$ cat config.mk
export PLATFORM = sky130hd
export DESIGN_NAME = sublane_driver
export DESIGN_NICKNAME = d
export VERILOG_FILES = /design/src/verilog/vlane_pkg.sv /design/src/verilog/vrf_addr_counter.sv /design/src/verilog/vlane_seq_ctrl.sv /design/src/verilog/lane_write_mask.sv /design/src/verilog/sublane_driver.sv
export VERILOG_INCLUDE_DIRS = /design/src /design/src/include
export SDC_FILE = /design/constraint.sdc
export NUM_CORES = 1
export LEC_CHECK = 0
export CAP_MARGIN = 20
export CORE_MARGIN = 1.5
export CORE_UTILIZATION = 55
export DETAILED_ROUTE_END_ITERATION = 16
export DONT_BUFFER_PORTS = 1
export PLACE_DENSITY = 0.74
export SLEW_MARGIN = 40
export SYNTH_ARGS = -nofsm -noshare
export SYNTH_HDL_FRONTEND = slang
export SYNTH_SLANG_ARGS = --single-unit
$ cat constraint.sdc
create_clock -name clk_i -period 3.7 [get_ports clk_i]
set_clock_uncertainty 0.1 [all_clocks]
set_input_delay 0.37 -clock clk_i [delete_from_list [all_inputs] [get_ports clk_i]]
set_output_delay 0.37 -clock clk_i [all_outputs]
set_load 0.005 [all_outputs]
$ cat src/include/vlane_defines.svh
`ifndef VLANE_DEFINES_SVH
`define VLANE_DEFINES_SVH

// Lane organisation
`define VLANE_NUM       8
`define VLANE_IDX_W     3

// Storage of one vector register inside a lane
`define VREG_LOC_NUM    8
`define LOC_W           3
`define VREG_W          6
`define ADDR_W          9

// Up to 1024 elements per instruction
`define VL_W            11

// Beat index and instruction delay
`define CNT_W           8

// vs1, vs2, vs3
`define OPND_NUM        3
`define BYTES_PER_WORD  4

`endif

$ cat src/verilog/vlane_pkg.sv
`include "vlane_defines.svh"

package vlane_pkg;

    ////////////////////////////////////////////////////////////////////
    // Instruction and element encodings
    ////////////////////////////////////////////////////////////////////
    typedef enum logic {
        INSTR_NORMAL = 1'b0,    // Read, then write after the delay
        INSTR_STORE  = 1'b1     // Read only, data goes to the store unit
    } instr_kind_e;

    typedef logic [1:0] elem_width_t;

    localparam elem_width_t EW_BYTE = 2'd0;
    localparam elem_width_t EW_HALF = 2'd1;
    localparam elem_width_t EW_WORD = 2'd2;   // Code 3 reserved, treated as word

    ////////////////////////////////////////////////////////////////////
    // VRF address, flat for the RAM, split for the counters
    ////////////////////////////////////////////////////////////////////
    typedef struct packed {
        logic [`VREG_W-1:0] vreg;   // Which vector register
        logic [`LOC_W-1:0]  loc;    // Word inside that register
    } vrf_addr_fields_t;

    typedef union packed {
        logic [`ADDR_W-1:0] flat;
        vrf_addr_fields_t   fld;
    } vrf_addr_u;

endpackage

$ cat src/verilog/vrf_addr_counter.sv
`timescale 1ns/1ps
`include "vlane_defines.svh"

module vrf_addr_counter (
    input  logic                   clk_i,
    input  logic                   rst_i,
    input  logic                   load_i,
    input  vlane_pkg::vrf_addr_u   start_addr_i,
    input  logic                   step_i,
    input  vlane_pkg::elem_width_t elem_width_i,
    output vlane_pkg::vrf_addr_u   addr_o
);
    import vlane_pkg::*;

    logic [1:0]        sub_q;       // Elements used from current word
    logic [1:0]        sub_last;
    logic              word_done;
    logic [`LOC_W-1:0] loc_next;
    vrf_addr_u         addr_q;

    // Beats per word minus one
    always_comb begin
        case (elem_width_i)
            EW_BYTE: sub_last = 2'd3;
            EW_HALF: sub_last = 2'd1;
            default: sub_last = 2'd0;
        endcase
    end

    assign word_done = (sub_q == sub_last);

    // Stay inside the same vector register
    assign loc_next = (addr_q.fld.loc == `LOC_W'(`VREG_LOC_NUM - 1)) ? '0
                                                                      : addr_q.fld.loc + 1'b1;

    ////////////////////////////////////////////////////////////////////
    // Sub-word counter
    ////////////////////////////////////////////////////////////////////
    always_ff @(posedge clk_i) begin
        if (!rst_i) begin
            sub_q <= '0;
        end else if (load_i) begin
            sub_q <= '0;
        end else if (step_i) begin
            sub_q <= word_done ? 2'd0 : sub_q + 1'b1;
        end
    end

    ////////////////////////////////////////////////////////////////////
    // Address register
    ////////////////////////////////////////////////////////////////////
    always_ff @(posedge clk_i) begin
        if (load_i) begin
            addr_q <= start_addr_i;
        end else if (step_i && word_done) begin
            addr_q.fld.loc <= loc_next;     // vreg is left alone
        end
    end

    assign addr_o = addr_q;

endmodule

$ cat src/verilog/vlane_seq_ctrl.sv
`timescale 1ns/1ps
`include "vlane_defines.svh"

module vlane_seq_ctrl (
    input  logic                   clk_i,
    input  logic                   rst_i,
    input  logic                   start_i,
    input  vlane_pkg::instr_kind_e instr_kind_i,
    input  logic [`VL_W-1:0]       vl_i,
    input  vlane_pkg::elem_width_t elem_width_i,
    input  logic [`CNT_W-1:0]      inst_delay_i,
    output logic                   ready_o,
    output logic                   rd_load_o,
    output logic                   rd_step_o,
    output logic                   wr_step_o,
    output logic                   vrf_ren_o,
    output logic                   vrf_wen_o,
    output logic                   store_valid_o,
    output logic [`CNT_W-1:0]      rd_beat_o,
    output logic [`CNT_W-1:0]      wr_beat_o,
    output logic [`VL_W-1:0]       vl_o,
    output vlane_pkg::elem_width_t elem_width_o
);
    import vlane_pkg::*;

    // Latched instruction
    instr_kind_e       kind_q;
    logic [`VL_W-1:0]  vl_q;
    elem_width_t       ew_q;
    logic [`CNT_W-1:0] delay_q;
    logic [`CNT_W-1:0] n_beats_q;

    // Phase control
    logic              rd_active_q;
    logic              wr_active_q;
    logic [`CNT_W-1:0] rd_cnt_q;
    logic [`CNT_W-1:0] wr_cnt_q;
    logic [`CNT_W-1:0] dly_cnt_q;

    logic              accept;
    logic [`CNT_W-1:0] n_beats;
    logic              rd_last;
    logic              wr_last;
    logic              dly_run;
    logic              wr_start;
    logic              instr_done;

    assign accept = start_i & ready_o;

    // vl / lanes, rounded up
    assign n_beats = `CNT_W'(vl_i >> `VLANE_IDX_W)
                   + `CNT_W'(vl_i[`VLANE_IDX_W-1:0] != '0);

    assign rd_last = rd_active_q && (rd_cnt_q == n_beats_q - 1'b1);
    assign wr_last = wr_active_q && (wr_cnt_q == n_beats_q - 1'b1);

    // Delay count only matters for arithmetic instructions
    assign dly_run  = !ready_o && (kind_q == INSTR_NORMAL) && !wr_active_q;
    assign wr_start = dly_run && (dly_cnt_q == delay_q - 1'b1);

    assign instr_done = (kind_q == INSTR_STORE) ? rd_last : wr_last;

    ////////////////////////////////////////////////////////////////////
    // Configuration latch
    ////////////////////////////////////////////////////////////////////
    always_ff @(posedge clk_i) begin
        if (accept) begin
            kind_q    <= instr_kind_i;
            vl_q      <= vl_i;
            ew_q      <= elem_width_i;
            delay_q   <= inst_delay_i;
            n_beats_q <= n_beats;
        end
    end

    ////////////////////////////////////////////////////////////////////
    // Handshake, beat and delay counters
    ////////////////////////////////////////////////////////////////////
    always_ff @(posedge clk_i) begin
        if (!rst_i) begin
            ready_o     <= 1'b1;
            rd_active_q <= 1'b0;
            wr_active_q <= 1'b0;
            rd_cnt_q    <= '0;
            wr_cnt_q    <= '0;
            dly_cnt_q   <= '0;
        end else if (accept) begin
            ready_o     <= 1'b0;
            rd_active_q <= 1'b1;        // Beat 0 in the very next cycle
            rd_cnt_q    <= '0;
            wr_cnt_q    <= '0;
            dly_cnt_q   <= '0;
        end else begin
            if (rd_active_q) begin
                rd_cnt_q <= rd_cnt_q + 1'b1;
                if (rd_last) begin
                    rd_active_q <= 1'b0;
                end
            end

            if (dly_run) begin
                dly_cnt_q <= dly_cnt_q + 1'b1;
            end

            // Write beat 0 lands exactly delay cycles after read beat 0
            if (wr_start) begin
                wr_active_q <= 1'b1;
            end else if (wr_active_q) begin
                wr_cnt_q <= wr_cnt_q + 1'b1;
                if (wr_last) begin
                    wr_active_q <= 1'b0;
                end
            end

            if (instr_done) begin
                ready_o <= 1'b1;
            end
        end
    end

    assign rd_load_o     = accept;
    assign rd_step_o     = rd_active_q;
    assign wr_step_o     = wr_active_q;
    assign vrf_ren_o     = rd_active_q;
    assign vrf_wen_o     = wr_active_q;
    assign store_valid_o = rd_active_q && (kind_q == INSTR_STORE);
    assign rd_beat_o     = rd_cnt_q;
    assign wr_beat_o     = wr_cnt_q;
    assign vl_o          = vl_q;
    assign elem_width_o  = ew_q;

endmodule

$ cat src/verilog/lane_write_mask.sv
`timescale 1ns/1ps
`include "vlane_defines.svh"

module lane_write_mask (
    input  logic [`CNT_W-1:0]      rd_beat_i,
    input  logic [`CNT_W-1:0]      wr_beat_i,
    input  logic [`VL_W-1:0]       vl_i,
    input  vlane_pkg::elem_width_t elem_width_i,
    input  logic                   vrf_ren_i,
    input  logic                   vrf_wen_i,
    output logic [`VLANE_NUM-1:0]  lane_rd_valid_o,
    output logic [`VLANE_NUM-1:0][`BYTES_PER_WORD-1:0] vrf_bwen_o
);
    import vlane_pkg::*;

    logic [`VLANE_NUM-1:0]      rd_live;
    logic [`VLANE_NUM-1:0]      wr_live;
    logic [`BYTES_PER_WORD-1:0] byte_pat;

    ////////////////////////////////////////////////////////////////////
    // Live lanes, element index is beat * lanes + lane
    ////////////////////////////////////////////////////////////////////
    always_comb begin
        for (int l = 0; l < `VLANE_NUM; l++) begin
            rd_live[l] = ({rd_beat_i, `VLANE_IDX_W'(l)} < vl_i);
            wr_live[l] = ({wr_beat_i, `VLANE_IDX_W'(l)} < vl_i);
        end
    end

    ////////////////////////////////////////////////////////////////////
    // Byte enable pattern, rotates with the write beat
    ////////////////////////////////////////////////////////////////////
    always_comb begin
        case (elem_width_i)
            EW_BYTE: begin
                // One byte per beat, four beats fill a word
                byte_pat = `BYTES_PER_WORD'(1) << wr_beat_i[1:0];
            end
            EW_HALF: begin
                byte_pat = wr_beat_i[0] ? 4'b1100 : 4'b0011;
            end
            EW_WORD: begin
                byte_pat = '1;
            end
            default: begin
                byte_pat = '1;      // Reserved, same as word
            end
        endcase
    end

    ////////////////////////////////////////////////////////////////////
    // Phase gating
    ////////////////////////////////////////////////////////////////////
    always_comb begin
        lane_rd_valid_o = '0;
        vrf_bwen_o      = '0;

        if (vrf_ren_i) begin
            lane_rd_valid_o = rd_live;
        end

        if (vrf_wen_i) begin
            for (int l = 0; l < `VLANE_NUM; l++) begin
                vrf_bwen_o[l] = wr_live[l] ? byte_pat : '0;     // Dead lanes write nothing
            end
        end
    end

endmodule

$ cat src/verilog/sublane_driver.sv
`timescale 1ns/1ps
`include "vlane_defines.svh"

module sublane_driver (
    input  logic                   clk_i,
    input  logic                   rst_i,

    // Instruction handshake
    input  logic                   start_i,
    output logic                   ready_o,
    input  vlane_pkg::instr_kind_e instr_kind_i,
    input  logic [`VL_W-1:0]       vl_i,
    input  vlane_pkg::elem_width_t elem_width_i,
    input  logic [`CNT_W-1:0]      inst_delay_i,
    input  vlane_pkg::vrf_addr_u [`OPND_NUM-1:0] rd_start_addr_i,
    input  vlane_pkg::vrf_addr_u   wr_start_addr_i,

    // VRF read side
    output logic                   vrf_ren_o,
    output logic [`OPND_NUM-1:0][`ADDR_W-1:0] vrf_raddr_o,
    output logic [`VLANE_NUM-1:0]  lane_rd_valid_o,
    output logic                   store_valid_o,

    // VRF write side
    output logic                   vrf_wen_o,
    output logic [`ADDR_W-1:0]     vrf_waddr_o,
    output logic [`VLANE_NUM-1:0][`BYTES_PER_WORD-1:0] vrf_bwen_o
);
    import vlane_pkg::*;

    logic                      rd_load;
    logic                      rd_step;
    logic                      wr_step;
    logic [`CNT_W-1:0]         rd_beat;
    logic [`CNT_W-1:0]         wr_beat;
    logic [`VL_W-1:0]          vl_q;
    elem_width_t               ew_q;
    vrf_addr_u [`OPND_NUM-1:0] rd_addr;
    vrf_addr_u                 wr_addr;

    ////////////////////////////////////////////////////////////////////
    // Sequencer
    ////////////////////////////////////////////////////////////////////
    vlane_seq_ctrl u_seq_ctrl (
        .clk_i         (clk_i),
        .rst_i         (rst_i),
        .start_i       (start_i),
        .instr_kind_i  (instr_kind_i),
        .vl_i          (vl_i),
        .elem_width_i  (elem_width_i),
        .inst_delay_i  (inst_delay_i),
        .ready_o       (ready_o),
        .rd_load_o     (rd_load),
        .rd_step_o     (rd_step),
        .wr_step_o     (wr_step),
        .vrf_ren_o     (vrf_ren_o),
        .vrf_wen_o     (vrf_wen_o),
        .store_valid_o (store_valid_o),
        .rd_beat_o     (rd_beat),
        .wr_beat_o     (wr_beat),
        .vl_o          (vl_q),
        .elem_width_o  (ew_q)
    );

    ////////////////////////////////////////////////////////////////////
    // Address counters, one per source operand plus the destination
    ////////////////////////////////////////////////////////////////////
    generate
        for (genvar i = 0; i < `OPND_NUM; i++) begin : g_rd_cnt
            vrf_addr_counter u_rd_cnt (
                .clk_i        (clk_i),
                .rst_i        (rst_i),
                .load_i       (rd_load),
                .start_addr_i (rd_start_addr_i[i]),
                .step_i       (rd_step),
                .elem_width_i (ew_q),
                .addr_o       (rd_addr[i])
            );

            assign vrf_raddr_o[i] = rd_addr[i].flat;
        end
    endgenerate

    // Loaded at acceptance too, then idles until the first write beat
    vrf_addr_counter u_wr_cnt (
        .clk_i        (clk_i),
        .rst_i        (rst_i),
        .load_i       (rd_load),
        .start_addr_i (wr_start_addr_i),
        .step_i       (wr_step),
        .elem_width_i (ew_q),
        .addr_o       (wr_addr)
    );

    assign vrf_waddr_o = wr_addr.flat;

    lane_write_mask u_lane_write_mask (
        .rd_beat_i       (rd_beat),
        .wr_beat_i       (wr_beat),
        .vl_i            (vl_q),
        .elem_width_i    (ew_q),
        .vrf_ren_i       (vrf_ren_o),
        .vrf_wen_i       (vrf_wen_o),
        .lane_rd_valid_o (lane_rd_valid_o),
        .vrf_bwen_o      (vrf_bwen_o)
    );

endmodule

Yosys cells after proc, flatten, opt, wreduce, memory -nomap -nowiden
Cells that the tools add are included.

cells by class
  divide/modulo/power cells = 0
  equal/unequal tests = 12
  reductions and logical operators = 21
  multipliers = 0
  shift-type cells = 1
  mux-type cells = 38
  bitwise gates (word level) = 4
  add/subtract/negate cells = 14
  order comparisons = 16

operators by type and width
  kind                                                                    number
  11-bit < comparator                                                     16
  3-bit two-way mux                                                       12
  4-bit two-way mux                                                       9
  32-bit two-way mux                                                      1
  8-bit by 1-bit adder with 8-bit output (second input constant)          3
  8-bit equality test                                                     3
  8-bit by 1-bit subtractor with 8-bit output (second input constant)     2
  3-bit by 1-bit adder with 3-bit output (second input constant)          4
  3-bit equality test (second input constant)                             4
  1-bit logical AND                                                       10
  2-bit nonzero test                                                      5
  1-bit two-way mux                                                       9
  2-bit by 1-bit adder with 2-bit output (second input constant)          4
  8-bit by 1-bit adder with 8-bit output                                  1
  2-bit equality test                                                     4
  2-bit two-way mux                                                       4
  8-bit two-way mux                                                       1
  4-bit case mux with 2 select lines                                      1
  2-bit case mux with 2 select lines                                      1
  1-bit by 2-bit << shifter with 4-bit output (first input constant)      1
  1-bit inverter                                                          3
  3-bit nonzero test                                                      1
  2-bit by 1-bit equality test with 1-bit output (second input constant)  1
  1-bit zero test                                                         2
  other kinds (4)                                                         4

word-level totals
  latch bits = 0
  bits of input ports = 61
  memories = 0
  RAM bits = 0
  logic and storage cells = 129
  bits in registers = 101
  ROM bits = 0

Logic depth before layout (Yosys ltp)
  word-level depth = 6
  mapped depth = 9
  depth with buffers taken out = 8

Cells and area by module
From an unflattened synthesis, not the netlist that was laid out.

unflattened totals
  cells, all modules = 517
  area total of the unflattened synthesis = 5,567.8 um^2

by module, submodules not included
  module            seq. area each (um^2)  times used  cells an instance  area each (um^2)
  vlane_seq_ctrl    1,441.4                1           261                2,899.0
  vrf_addr_counter  310.3                  4           31                 450.4
  lane_write_mask   0.0                    1           132                867.1

Least setup slack after synthesis
OpenSTA, ideal clock, no wires.

  path type = register -> register
  start = register u_seq_ctrl.ready_o
  end = register g_rd_cnt[0].u_rd_cnt.addr_q, in the netlist g_rd_cnt[0].u_rd_cnt.addr_o[3], enable pin
  cell stages (with the launch flop) = 4
  data required time = 3.161 ns
  slack = 0.785 ns
  data arrival time = 2.376 ns
  clock period less this slack = 2.915 ns
  path through = dfxtp_1 > nand2_1 > clkinv_1 > clkbuf_1

between the ends
  longest elaborated chain between the ends = 1

ends and longest elaborated chain
  item                                   RTL line                RTL
  from (decl)                            vlane_seq_ctrl.sv:12    output logic ready_o,
  from (signal assigned)                 vlane_seq_ctrl.sv:81    ready_o <= 1'b1;
  from (signal assigned)                 vlane_seq_ctrl.sv:88    ready_o <= 1'b0;
  from (signal assigned)                 vlane_seq_ctrl.sv:116   ready_o <= 1'b1;
  1-bit bitwise AND                      vlane_seq_ctrl.sv:48    assign accept = start_i & ready_o;
  named net g_rd_cnt[0].u_rd_cnt.load_i  vrf_addr_counter.sv:7   input logic load_i,
  to (signal assigned)                   vrf_addr_counter.sv:54  addr_q <= start_addr_i;
  to (decl)                              vrf_addr_counter.sv:19  vrf_addr_u addr_q;

The timed path passes the listed nets, and every way through them passes these cells.
A chain may end at the register's enable or synchronous reset.

==> results.cfg <==
[run_status]
status = completed

[routing]
num_vias = 4158
wl_mm = 12.6
drc = 0
antenna_left = 0
drt_iter0_markers = 250
wl_per_cell_um = 17.1
via_per_inst = 5.66
firstDrtPassIters = 5

[setup_path]
cp-end-kind = primary output
cp_max_fo = 9
crit_path_start_kind = register
cp.required_ns = 3.23
crit_type = register to primary output
cp.arrival_ns = 2.77

[placed_design]
placed_cells = 671
hpwl_mm = 8.84
routabilityCongestion = 0.803
portBuffers = 0

[clock_network]
cts_setup_buffers = 0
holdBufCountCts = 46
clkTransAtPathRegs_ns = 0.09
cts_resized = 0
tritoncts = done
cts.path.max_buffers = 2
cts_inserted_buffers = 9
cts_root_buffer = clkbuf_8
htreeDepth = 3
clk_latency_ns = 0.37
cts.sink_count = 101

[sta]
layout_min_cycle_time_ns = 3.24
finalSetupViolCount = 0
worst_pin_slew_ns = 0.828
timing.final.crit_share = 0.877
hold_viol_final = 0
clock.fmax_mhz = 308
rsz0062_at_grt = no
relSlewSlack = 0.444
drv_slew = 0
tns_ns = 0

[yosys]
yosysWarnings = 0
yosysUniqueCellTypes = 56
synth.net_count = 653
ys_ff_latch = 101
synth-seq-area-share = 0.487
synth_edf_count = 66
synthArstFlopShare = 0
syn-cell-area_sq_um = 5500
netlist_instances = 556
syn_area_per_cell_sq_um = 9.90
ys.flop_type = edfxtp_1

[grt]
overflow = 0
first_global_vias = 4004
grt_use_total = 0.246
antenna_found_initial = 0
grt_max_degree = 50
grt_pass1_wl_mm = 19.6

[final_layout]
drive_gt1_frac = 0.0549
instances_no_fill = 734
nNetsFinal = 693
areaGrowthSynthToFinish_pct = 14.2
insertedDiodeCount = 0

[floorplan]
pin_count = 141
die-area_sq_um = 10600
row_count = 36
dieHeight_um = 103
initial_core_util = 0.566
die_w_um = 103
core_sq_um = 9730

[power]
p_leak_nw = 2.47
peakVddDrop_v = 0.000296
power_density_nw_per_um2 = 365

[min_path]
min_path_type = primary input to register

[flow_run]
cap_viol_max_count = 0
[worst max-delay path, stage by stage (launching register included)]
cell and delay, ns:
dfxtp_1 0.49, ha_1 0.31, a21o_1 0.16, a21o_1 0.17, a21oi_1 0.19, nor2b_1 0.48, o21ai_0 0.39, nor2_1 0.23
[per-stage QoR]
step	setup WS (ns)	utilization	power [mW]	instance area, sq um	hold WS (ns)
finish	0.455	0.646	2.29	6280	0.0450
global route	0.243	0.646	2.39	6280	0.0279
CTS	0.531	0.644	2.31	6270	0.00832
detailed placement	0.950	0.575	1.56	5600	0.369
floorplan	0.785	-	1.51	5500	0.369
global placement	1.06	0.575	1.55	5590	0.369
[synth_stat cells (2+ instances only)]
master    number  area (sq um)
nand2_1       67           251
o31ai_1        6          45.0
nand3_1        8          40.0
a21o_1         7          52.6
inv_1         23          86.3
nand4_1       18           113
and3_1         7          43.8
buf_6          2          22.5
xnor2_1       27           236
o21ai_0       23           115
and4_1         2          17.5
nand2b_1       2          12.5
nor3_1        11          55.1
nor3b_1        3          22.5
xor2_1        33           289
mux2i_1        6          60.1
a31oi_1        3          18.8
a21oi_1       21           105
o21ai_1        6          30.0
buf_2          3          15.0
or3_1          6          37.5
or2_2          2          12.5
edfxtp_1      66          1980
ha_1          36           450
nor2b_1        7          43.8
buf_1          4          15.0
nor4_1         3          18.8
clkbuf_1      12          45.0
nand3b_1       4          30.0
nor2_1        78           293
dfxtp_1       35           701
[power by group]
group / switching (mW) / internal [mW] / leakage [nW] / total, mW
Clock: 0.383 / 0.334 / 0.106 / 0.716
Sequential: 0.0560 / 1.27 / 0.914 / 1.33
Combinational: 0.135 / 0.113 / 1.45 / 0.248
Total: 0.574 / 1.72 / 2.47 / 2.29
[state kept, by name (all words and copies together) (netlist names)]
signal                    cells
u_seq_ctrl.vrf_wen_o          1
u_seq_ctrl.elem_width_o       2
u_seq_ctrl.dly_cnt_q          8
u_wr_cnt.addr_o               9
u_seq_ctrl.wr_beat_o          8
u_seq_ctrl.ready_o            1
u_wr_cnt.sub_q                2
g_rd_cnt.u_rd_cnt.sub_q       6
u_seq_ctrl.delay_q            8
u_seq_ctrl.vl_o              11
u_seq_ctrl.kind_q             1
g_rd_cnt.u_rd_cnt.addr_o     27
u_seq_ctrl.rd_step_o          1
u_seq_ctrl.n_beats_q          8
u_seq_ctrl.rd_beat_o          8
[area by class of cell]
cell class	instances	area, sq um
Multi-Input combinational cell	410	2640
Clock buffer	13	181
Tap cell	133	166
Inverter	24	92.6
Fill cell	796	3450
Timing Repair Buffer	50	493
Sequential cell	101	2680
Clock inverter	3	25.0
[cells in the final DEF, fill, tap and decap left out, drive strengths merged, types with 2 or more instances in the layout]
master       Yosys  layout
mux2i            6       6
and4             2       2
nor3b            3       3
buf              9       3
a31oi            3       3
a221o            2       2
and3             7       7
nand3b           4       4
nor4             4       4
edfxtp          66      66
nor2            79      79
dlygate4sd3      0      47
clkbuf          12      13
a21o             7       7
or3              6       6
nor3            13      13
nand2           68      68
nand4           18      18
dfxtp           35      35
xnor2           27      27
xor2            33      33
or2              2       2
inv             23      26
o31ai            6       6
ha              36      36
nand2b           2       2
a21oi           21      21
nor2b            7       7
o21ai           29      29
nand3            8       8
[worst paths after layout]
kind,startpoint,to,slack [ns],cells past startpoint
setup / recovery,u_seq_ctrl.wr_beat_o[5],vrf_bwen_o[20],0.46,7
setup reg to reg,u_seq_ctrl.n_beats_q[0],u_seq_ctrl.vrf_wen_o,1.34,8
hold / removal,rst_i,u_seq_ctrl.vrf_wen_o,0.05,2
hold reg to reg,u_seq_ctrl.rd_beat_o[7],u_seq_ctrl.rd_beat_o[7],0.45,2
[metal layers]
| metal | GRT usage | part of all wire |
|---|---|---|
| met5 | 0 | 0 |
| met4 | 0.0800 | 0.016 |
| met3 | 0.0569 | 0.060 |
| met2 | 0.436 | 0.51 |
| met1 | 0.295 | 0.42 |
[cells by family after synthesis]
family,count (synthesis),share of synthesized area
compound gates,80,0.0907
xor+xnor,60,0.0955
fa+ha+maj,36,0.0819
buf+inv,45,0.0341
flops,101,0.487
mux,7,0.0130
simple gates,227,0.197
Note: power is estimated with default switching activity, not from simulation.
